$ cat src/hw/usi_settings.svh
// Bus widths and command word layout
// Block map, slave count and unmapped read fill
// GPIO width and RAM depth
`ifndef USI_SETTINGS_SVH
`define USI_SETTINGS_SVH

// Bus widths
`define USI_DATA_BITS 32          // Data word
`define USI_ADRS_BITS 32          // Command word, {31:30} cmd, {23:16} block, {15:0} csr

// Slaves behind the bus
`define USI_SLAVES 3

// Block map, slave index is block - 1
`define USI_GPIO_BLOCK 1
`define USI_PWM_BLOCK 2
`define USI_RAM_BLOCK 3

// Read data for a block nobody answers
`define USI_FILL 32'h1234_5678

// Slave sizes
`define USI_GPIO_BITS 16
`define USI_RAM_DEPTH 64

`endif
$ cat src/hw/usiPkg.sv
// Shared bus types
// Command code enum, block and CSR address fields
`default_nettype none
`include "usi_settings.svh"

package usiPkg;

	// Command code, bits 31:30 of the command word
	typedef enum logic [1:0]
	{
		cmdNone      = 2'd0,
		cmdWrite     = 2'd1,
		cmdRead      = 2'd2,
		cmdWriteRead = 2'd3    // Not supported, treated as none
	} usiCmdE;

	typedef logic [7:0]  usiBlockT;  // Block address, selects a slave
	typedef logic [15:0] usiCsrT;    // Register address inside a block

endpackage

`default_nettype wire

$ cat src/hw/usiTop.sv
// Peripheral subsystem top
// Bus block with GPIO, PWM and RAM slaves
`timescale 1ns/1ps
`default_nettype none
`include "usi_settings.svh"

module usiTop (
	input  logic                       iUsiClk,
	input  logic                       rstN,
	// Master
	input  logic [`USI_DATA_BITS-1:0]  mWd,
	input  logic [`USI_ADRS_BITS-1:0]  mAdrs,
	input  logic                       mWEd,
	output logic [`USI_DATA_BITS-1:0]  mRd,
	output logic [`USI_SLAVES-1:0]     mREd,
	// Pins
	input  logic [`USI_GPIO_BITS-1:0]  gpioIn,
	output logic [`USI_GPIO_BITS-1:0]  gpioOut,
	output logic                       pwmOut
);
	import usiPkg::*;

	// ----------------------------------------
	// Bus to slave wiring
	// ----------------------------------------
	logic [`USI_SLAVES-1:0]                      sSel;
	usiCmdE                                      sCmd;
	usiCsrT                                      sCsr;
	logic [`USI_DATA_BITS-1:0]                   sWd;
	logic [`USI_SLAVES-1:0][`USI_DATA_BITS-1:0]  sRd;   // Slot = block - 1
	logic [`USI_SLAVES-1:0]                      sREd;

	usiBus uBus (
		.iUsiClk (iUsiClk), .rstN (rstN),
		.mWd     (mWd),     .mAdrs (mAdrs), .mWEd (mWEd),
		.mRd     (mRd),     .mREd  (mREd),
		.sSel    (sSel),    .sCmd  (sCmd),  .sCsr (sCsr), .sWd (sWd),
		.sRd     (sRd),     .sREd  (sREd)
	);

	usiGpio uGpio (
		.iUsiClk (iUsiClk), .rstN (rstN),
		.sel     (sSel[`USI_GPIO_BLOCK-1]), .cmd (sCmd), .csr (sCsr), .wd (sWd),
		.rd      (sRd[`USI_GPIO_BLOCK-1]),  .rEd (sREd[`USI_GPIO_BLOCK-1]),
		.gpioIn  (gpioIn),  .gpioOut (gpioOut)
	);

	usiPwm uPwm (
		.iUsiClk (iUsiClk), .rstN (rstN),
		.sel     (sSel[`USI_PWM_BLOCK-1]), .cmd (sCmd), .csr (sCsr), .wd (sWd),
		.rd      (sRd[`USI_PWM_BLOCK-1]),  .rEd (sREd[`USI_PWM_BLOCK-1]),
		.pwmOut  (pwmOut)
	);

	usiRam uRam (
		.iUsiClk (iUsiClk), .rstN (rstN),
		.sel     (sSel[`USI_RAM_BLOCK-1]), .cmd (sCmd), .csr (sCsr), .wd (sWd),
		.rd      (sRd[`USI_RAM_BLOCK-1]),  .rEd (sREd[`USI_RAM_BLOCK-1])
	);

endmodule

`default_nettype wire

$ cat src/hw/usiRam.sv
// RAM slave
// Word-addressed scratch memory, one-edge read
`timescale 1ns/1ps
`default_nettype none
`include "usi_settings.svh"

module usiRam (
	input  logic                       iUsiClk,
	input  logic                       rstN,
	// Bus
	input  logic                       sel,
	input  usiPkg::usiCmdE             cmd,
	input  usiPkg::usiCsrT             csr,
	input  logic [`USI_DATA_BITS-1:0]  wd,
	output logic [`USI_DATA_BITS-1:0]  rd,
	output logic                       rEd
);
	import usiPkg::*;

	localparam int IdxBits = $clog2(`USI_RAM_DEPTH);

	logic [`USI_DATA_BITS-1:0] mem [`USI_RAM_DEPTH];
	logic [IdxBits-1:0]        idx;        // Low CSR bits pick the word
	logic                      wrHit;
	logic                      rdHit;

	assign idx   = csr[IdxBits-1:0];
	assign wrHit = sel && cmd == cmdWrite;
	assign rdHit = sel && cmd == cmdRead;

	// Memory array, no reset
	always_ff @(posedge iUsiClk)
	begin
		if (wrHit)
			mem[idx] <= wd;
		if (rdHit)
			rd <= mem[idx];                  // Old word on same-edge write
	end

	// Ready pulse
	always_ff @(posedge iUsiClk)
	begin
		if (!rstN)
			rEd <= 1'b0;
		else
			rEd <= rdHit;
	end

endmodule

`default_nettype wire

$ cat src/hw/usiPwm.sv
// PWM slave
// CSR 0 period, CSR 1 duty, CSR 2 counter readback
// Free-running counter and registered PWM output
`timescale 1ns/1ps
`default_nettype none
`include "usi_settings.svh"

module usiPwm (
	input  logic                       iUsiClk,
	input  logic                       rstN,
	// Bus
	input  logic                       sel,
	input  usiPkg::usiCmdE             cmd,
	input  usiPkg::usiCsrT             csr,
	input  logic [`USI_DATA_BITS-1:0]  wd,
	output logic [`USI_DATA_BITS-1:0]  rd,
	output logic                       rEd,
	// Output pin
	output logic                       pwmOut
);
	import usiPkg::*;

	logic [`USI_DATA_BITS-1:0] period;
	logic [`USI_DATA_BITS-1:0] duty;
	logic [`USI_DATA_BITS-1:0] cnt;    // 0 .. period-1
	logic                      wrHit;
	logic                      rdHit;
	logic                      cntWrap;

	assign wrHit = sel && cmd == cmdWrite;
	assign rdHit = sel && cmd == cmdRead;
	// Wrap at the end, also when period shrank below cnt
	assign cntWrap = (period == '0) || (cnt >= period - 1'b1);

	// ----------------------------------------
	// Registers and counter
	// ----------------------------------------
	always_ff @(posedge iUsiClk)
	begin
		if (!rstN)
		begin
			period <= '0;
			duty   <= '0;
			cnt    <= '0;
			pwmOut <= 1'b0;
			rEd    <= 1'b0;
		end
		else
		begin
			rEd <= rdHit;
			if (wrHit && csr == 16'd0)
				period <= wd;
			if (wrHit && csr == 16'd1)
				duty <= wd;

			// Period 0 parks the counter at 0
			if (cntWrap)
				cnt <= '0;
			else
				cnt <= cnt + 1'b1;

			pwmOut <= cnt < duty;            // min(duty, period) highs per period
		end
	end

	// ----------------------------------------
	// Read data
	// ----------------------------------------
	always_ff @(posedge iUsiClk)
	begin
		if (rdHit)
		begin
			case (csr)
				16'd0:   rd <= period;
				16'd1:   rd <= duty;
				16'd2:   rd <= cnt;
				default: rd <= '0;
			endcase
		end
	end

endmodule

`default_nettype wire

$ cat src/hw/usiGpio.sv
// GPIO slave
// CSR 0 output register, CSR 1 synchronized input port
`timescale 1ns/1ps
`default_nettype none
`include "usi_settings.svh"

module usiGpio (
	input  logic                       iUsiClk,
	input  logic                       rstN,
	// Bus
	input  logic                       sel,
	input  usiPkg::usiCmdE             cmd,
	input  usiPkg::usiCsrT             csr,
	input  logic [`USI_DATA_BITS-1:0]  wd,
	output logic [`USI_DATA_BITS-1:0]  rd,
	output logic                       rEd,
	// Pins
	input  logic [`USI_GPIO_BITS-1:0]  gpioIn,
	output logic [`USI_GPIO_BITS-1:0]  gpioOut
);
	import usiPkg::*;

	logic [`USI_GPIO_BITS-1:0] syncQ1;  // First sync stage
	logic [`USI_GPIO_BITS-1:0] syncQ2;  // Stable input value
	logic                      wrHit;
	logic                      rdHit;

	assign wrHit = sel && cmd == cmdWrite;
	assign rdHit = sel && cmd == cmdRead;

	// Two-flop input synchronizer
	always_ff @(posedge iUsiClk)
	begin
		syncQ1 <= gpioIn;
		syncQ2 <= syncQ1;
	end

	// Output register and ready pulse
	always_ff @(posedge iUsiClk)
	begin
		if (!rstN)
		begin
			gpioOut <= '0;
			rEd     <= 1'b0;
		end
		else
		begin
			rEd <= rdHit;                    // One cycle per read
			if (wrHit && csr == 16'd0)
				gpioOut <= wd[`USI_GPIO_BITS-1:0];
		end
	end

	// Read data, held between reads
	always_ff @(posedge iUsiClk)
	begin
		if (rdHit)
		begin
			case (csr)
				16'd0:   rd <= `USI_DATA_BITS'(gpioOut);
				16'd1:   rd <= `USI_DATA_BITS'(syncQ2);
				default: rd <= '0;
			endcase
		end
	end

endmodule

`default_nettype wire

$ cat src/hw/usiBus.sv
// Bus block between one master and the slaves
// Command register, block decode to one-hot select,
// read data return aligned to the block carried with the command
`timescale 1ns/1ps
`default_nettype none
`include "usi_settings.svh"

module usiBus (
	input  logic                                        iUsiClk,
	input  logic                                        rstN,
	// Master side
	input  logic [`USI_DATA_BITS-1:0]                   mWd,
	input  logic [`USI_ADRS_BITS-1:0]                   mAdrs,
	input  logic                                        mWEd,
	output logic [`USI_DATA_BITS-1:0]                   mRd,
	output logic [`USI_SLAVES-1:0]                      mREd,
	// Slave side
	output logic [`USI_SLAVES-1:0]                      sSel,
	output usiPkg::usiCmdE                              sCmd,
	output usiPkg::usiCsrT                              sCsr,
	output logic [`USI_DATA_BITS-1:0]                   sWd,
	input  logic [`USI_SLAVES-1:0][`USI_DATA_BITS-1:0]  sRd,
	input  logic [`USI_SLAVES-1:0]                      sREd
);
	import usiPkg::*;

	// ----------------------------------------
	// Command word split and decode
	// ----------------------------------------
	usiCmdE                  cmdIn;
	usiBlockT                blkIn;
	usiCsrT                  csrIn;
	logic                    cmdOk;     // Write or read issued this cycle
	logic [`USI_SLAVES-1:0]  selNext;

	assign cmdIn = usiCmdE'(mAdrs[`USI_ADRS_BITS-1 -: 2]);
	assign blkIn = mAdrs[23:16];
	assign csrIn = mAdrs[15:0];
	assign cmdOk = mWEd && (cmdIn == cmdWrite || cmdIn == cmdRead);

	// One-hot select, zero for unmapped block
	always_comb
	begin
		for (int i = 0; i < `USI_SLAVES; i++)
			selNext[i] = cmdOk && (blkIn == usiBlockT'(i + 1));
	end

	always_ff @(posedge iUsiClk)
	begin
		if (!rstN)
		begin
			sSel <= '0;
			sCmd <= cmdNone;
		end
		else
		begin
			sSel <= selNext;
			sCmd <= cmdOk ? cmdIn : cmdNone;  // Drop writeRead here
		end
		sCsr <= csrIn;                       // Payload, qualified by sSel
		sWd  <= mWd;
	end

	// ----------------------------------------
	// Response path
	// ----------------------------------------
	usiBlockT                blkQ [2];  // Block of the command in flight
	logic [1:0]              rdQ;       // Read issued, same delay
	logic [`USI_DATA_BITS-1:0] rdMux;

	// Data of the slave at the delayed block, fill if unmapped
	always_comb
	begin
		rdMux = `USI_FILL;
		for (int i = 0; i < `USI_SLAVES; i++)
			if (blkQ[1] == usiBlockT'(i + 1))
				rdMux = sRd[i];
	end

	always_ff @(posedge iUsiClk)
	begin
		blkQ[0] <= blkIn;
		blkQ[1] <= blkQ[0];
		if (!rstN)
		begin
			rdQ  <= '0;
			mREd <= '0;
			mRd  <= '0;
		end
		else
		begin
			rdQ  <= {rdQ[0], mWEd && cmdIn == cmdRead};
			mREd <= sREd;
			if (rdQ[1])
				mRd <= rdMux;                // Otherwise hold last value
		end
	end

endmodule

`default_nettype wire

$ cat config.mk
export PLATFORM = sky130hd
export DESIGN_NAME = usiTop
export DESIGN_NICKNAME = d
export VERILOG_FILES = /design/src/hw/usiPkg.sv /design/src/hw/usiTop.sv /design/src/hw/usiRam.sv /design/src/hw/usiPwm.sv /design/src/hw/usiGpio.sv /design/src/hw/usiBus.sv
export VERILOG_INCLUDE_DIRS = /design/src /design/src/hw
export SDC_FILE = /design/constraint.sdc
export NUM_CORES = 2
export LEC_CHECK = 0
export BUFFER_PORTS_ARGS = -buffer_cell sky130_fd_sc_hd__buf_2
export CAP_MARGIN = 5
export CORE_MARGIN = 1
export CORE_UTILIZATION = 50
export CTS_CLUSTER_DIAMETER = 80
export DETAILED_ROUTE_END_ITERATION = 6
export PLACE_DENSITY = 0.66
export SETUP_SLACK_MARGIN = 0.3
export SLEW_MARGIN = 20
export SYNTH_ARGS = -nofsm -noshare
export SYNTH_HDL_FRONTEND = slang
export SYNTH_SLANG_ARGS = --single-unit
$ cat constraint.sdc
create_clock -name iUsiClk -period 5.9 [get_ports iUsiClk]
set_input_delay 1.475 -clock iUsiClk [delete_from_list [all_inputs] [get_ports iUsiClk]]
set_output_delay 1.475 -clock iUsiClk [all_outputs]
set_load 0.02 [all_outputs]
==> key figures <==
Cells and area
  • Fin area: slightly above 100000 µm²
  • Area growth syn-to-layout: 13.4%
  • FF/Latch Area: ~70000 µm²
  • Nets: around 5.8k
  • Share of cells above drive strength 1: 19.8%
  • Fillers: 13.6k
  • Util after Layout: about 57%
  • Area of the multi-input gates: around 21000 µm²

Power and ir drop
  • P_sw: approximately 0.0079 W
  • Power share of the sequential group: about 53%
  • Peak supply drop: 320 µV
  • PwrDens: 337 nW/µm²
  • Lkg Pwr: 34.3 nW
  • Comb pwr share: about 5.2%
  • Clock share of power: 42.1%
  • Switching part of the total: a little under a quarter
  • Int Pwr: 0.0270 W

GRT
  • Number of global-route vias before repair: 51.9k
  • All-Layer GR Usage: roughly 31%
  • GRT overflow: 0
  • Initial antenna violation count: 27
  • First-pass GRT wire length: around 400000 µm
  • Pin count of the biggest net entering global routing: 81

Clocking
  • Hold buffer count at cts: 0
  • H-Tree Depth: 4
  • Post_cts resized: 0
  • Worst-path clk slew: about 0.060 ns
  • Worst skew pair latency: roughly 0.92 ns
  • Post-CTS Setup Bufs: 0
  • Clock tree from TritonCTS: done
  • CTS Buffer Depth: 3
  • CTS Sinks: around 2.4k
  • Root buffer cell: clkbuf_16
  • TritonCTS Buffers: roughly 230

Yosys
  • Top post-synthesis cells by area: edfxtp_1, dfxtp_1, mux4_2, mux2i_1, a221oi_1
  • Register area share after synthesis: 75.3%
  • Post-Synth XOR/XNOR Area: less than 1%
  • Synth Area in Adders: 0.902%
  • Library cells used by synthesis: 78
  • Largest family of logic cells by synthesized area: multiplexers
  • Top-area cell type share of the netlist area: 69.8%
  • Post-synth top area cell: edfxtp_1
  • Share of synthesized flip-flops with an asynchronous set or reset: 0%
  • Compound-Gate Fraction of Synth Area: between 8 and 9%
  • Syn avg cell area: ~17 µm²
  • Post-synth EDFFs: about 2.1k
  • Ranking of synthesized cells by instance count: edfxtp_1, nand2_1, dfxtp_1, a21oi_1, mux2i_1
  • Multiplexer share of the synthesized area: under 10%
  • Synth Flop Type: edfxtp_1
  • Synthesis-stage register bit count: ~2.4k
  • Count leader, synth: edfxtp_1
  • Synthesis Warnings: 0
  • Mapped Area: ~92000 µm²
  • Post-Synth Simple-Gate Area: under 10%
  • Cells after Synth: around 5.3k
  • Syn Nets: between 5k and 6k

Worst setup path
  • CP Max Fanout: 60
  • Worst setup SP type: flip-flop
  • Critical Path AT: between 5 and 6 ns
  • Slowest-stage cell, CP: nor2_4
  • Reg2Reg Depth: 6
  • CP required: 6.48 ns
  • Critical path cell sequence: buf_12 -> and3b_1 -> buf_4 -> nand2_1 -> nor2_4 -> buf_4
  • Nature of the critical path endpoint: flip-flop
  • Critical setup path kind: flip-flop to flip-flop
  • CP max stage delay: between 1 and 1.5 ns
  • R2r setup slk: between 1 and 1.5 ns
  • Most frequent CP cell: buf_4

Min path
  • Hold path cells: 0
  • Hold Path Class: flip-flop to flip-flop

Routing
  • Met2 WL: about 130000 µm
  • Top Metal Used: met5
  • Initial DRC count: about 9.8k
  • Met1 Routed Length: around 110000 µm
  • Routed len/inst: 35.6 µm
  • Routed Antenna Nets: 0
  • DR WL met3: 39700 µm
  • Detailed Route WL: 292000 µm
  • Drt first pass iters: 7
  • DRC errors left: 9
  • Via Count: 54.8k
  • Vias/cell: 6.68

Timing
  • Unrepaired setup endpoints after global routing: false
  • Final Hold Violating Endpoints: 0
  • Slew Limit Fails: 0
  • Max transition margin: between 10% and 20%
  • Worst-Margin Slew: roughly 1.2 ns
  • Tmin final: ~4.6 ns
  • Setup Skew: 0.0722 ns
  • Final Cycle Share: 78.7%
  • Final worst slack: 1.26 ns
  • Setup TNS: 0 ns
  • Fmax: roughly 220 MHz
  • Final setup vio count: 0

Floorplanning
  • Chip width: between 400 and 500 µm
  • Die area: about 180000 µm²
  • Initial Util: ~50%
  • Row count: around 160
  • CORE AREA: ~180000 µm²
  • I/O pins: about 140
  • Chip height: 430 µm

Placement
  • Post-DP Area: 96200 µm²
  • PortBufs: around 130
  • Placer Congestion: 0.909
  • DP Worst Slack: between 1 and 1.5 ns
  • Post-DP HPWL: approximately 170000 µm

Run
  • # Max-Cap Violations: 0

Outcome
  • Failing checks: DRC
  • Status: finished with violations
[power groups by stage]
stage	clock network [W]	registers [W]	logic (W)
after global placement	0	0.0188	0.00172
after CTS	0.0148	0.0184	0.00174
after detailed placement	0	0.0188	0.00174
after floorplan	0	0.0189	0.000791
after global routing	0.0154	0.0184	0.00183
final	0.0147	0.0184	0.00181
[area by class of cell]
| class | instances | area share [%] |
|---|---|---|
| clock inverters | 125 | 1.21 |
| diodes | 12 | 0.0289 |
| well taps | 2370 | 2.86 |
| repair buffers | 375 | 2.63 |
| clock buffers | 313 | 6.08 |
| flip-flops and latches | 2382 | 66.5 |
| multi-input cells | 2547 | 20.4 |
| inverters | 74 | 0.276 |
[kinds of logic (layout without fill, tap and decap cells)]
group           Yosys count  count (layout)
compound gates         1087            1087
buf+inv                 413             887
mux                     549             549
flops                  2382            2382
simple gates            785             785
other cells               0              12
xor+xnor                 60              60
fa+ha+maj                66              66
[worst max-delay path, delay by kind of cell, from the launching register on]
family / cells / cell delay, ns
flip-flops: 1 / 0.93
buffers and inverters: 3 / 1.12
AND/OR/NAND/NOR: 3 / 2.11
[flip-flops by register name, indices dropped and copies added, names as in the netlist, 2 cells and up]
register,count
uRam.rd,32
uBus.rdQ,2
uPwm.duty,32
uGpio.syncQ2,16
uBus.sCsr,16
uPwm.rd,32
uBus.blkQ,16
uGpio.syncQ1,16
uBus.sCmd,2
uBus.sWd,32
uGpio.gpioOut,16
uGpio.rd,16
uBus.mREd,3
uPwm.cnt,32
uBus.mRd,32
uPwm.period,32
uRam.mem,2048
uBus.sSel,3
[layer usage]
metal  GRT usage (%)  up-vias
met2            47.0     4044
met5               0        -
met3            8.64      724
met1            42.2    27900
met4            15.4       14
li1                -    22100
[cells in the final DEF, fill, tap and decap left out, types with 16 or more instances in the layout]
cell,instances
clkbuf_1,63
nor3_1,29
a21oi_1,246
buf_4,228
o21ai_0,109
buf_12,19
o22ai_1,83
ha_1,66
o21ai_1,20
mux2_2,112
dfxtp_2,32
nand2_1,313
clkinv_1,42
a222oi_1,47
nor2_1,168
mux2i_1,233
clkbuf_16,234
inv_1,69
nand4_1,36
a22oi_1,161
a22o_1,57
a221oi_1,191
mux4_2,182
xnor2_1,26
buf_2,128
a211oi_1,23
or4_1,18
clkbuf_8,16
nor2_4,63
edfxtp_1,2128
nand3_1,35
xor2_1,34
a221o_1,30
mux2_1,22
and3_1,22
a31oi_1,24
dfxtp_1,219
clkinv_2,40
[per-stage QoR]
stage          instances  hold slack, ns  total power [W]
2_1_floorplan       5342           0.310           0.0197
3_3_place_gp        7746           0.311           0.0205
3_5_place_dp        7747           0.312           0.0205
4_1_cts             8185           0.326           0.0350
5_1_grt             8189           0.335           0.0357
6_report            8198           0.327           0.0349
[path summary, 6_finish.rpt]
check                                startpoint                to
worst min register to register  uGpio.syncQ1[2]   uGpio.syncQ2[2]
worst max register to register     uBus.sCsr[0]  uRam.mem[61][17]
worst min-delay path            uGpio.syncQ1[2]   uGpio.syncQ2[2]
worst max-delay path               uBus.sCsr[0]  uRam.mem[61][17]
(Power assumes the default switching activity.)
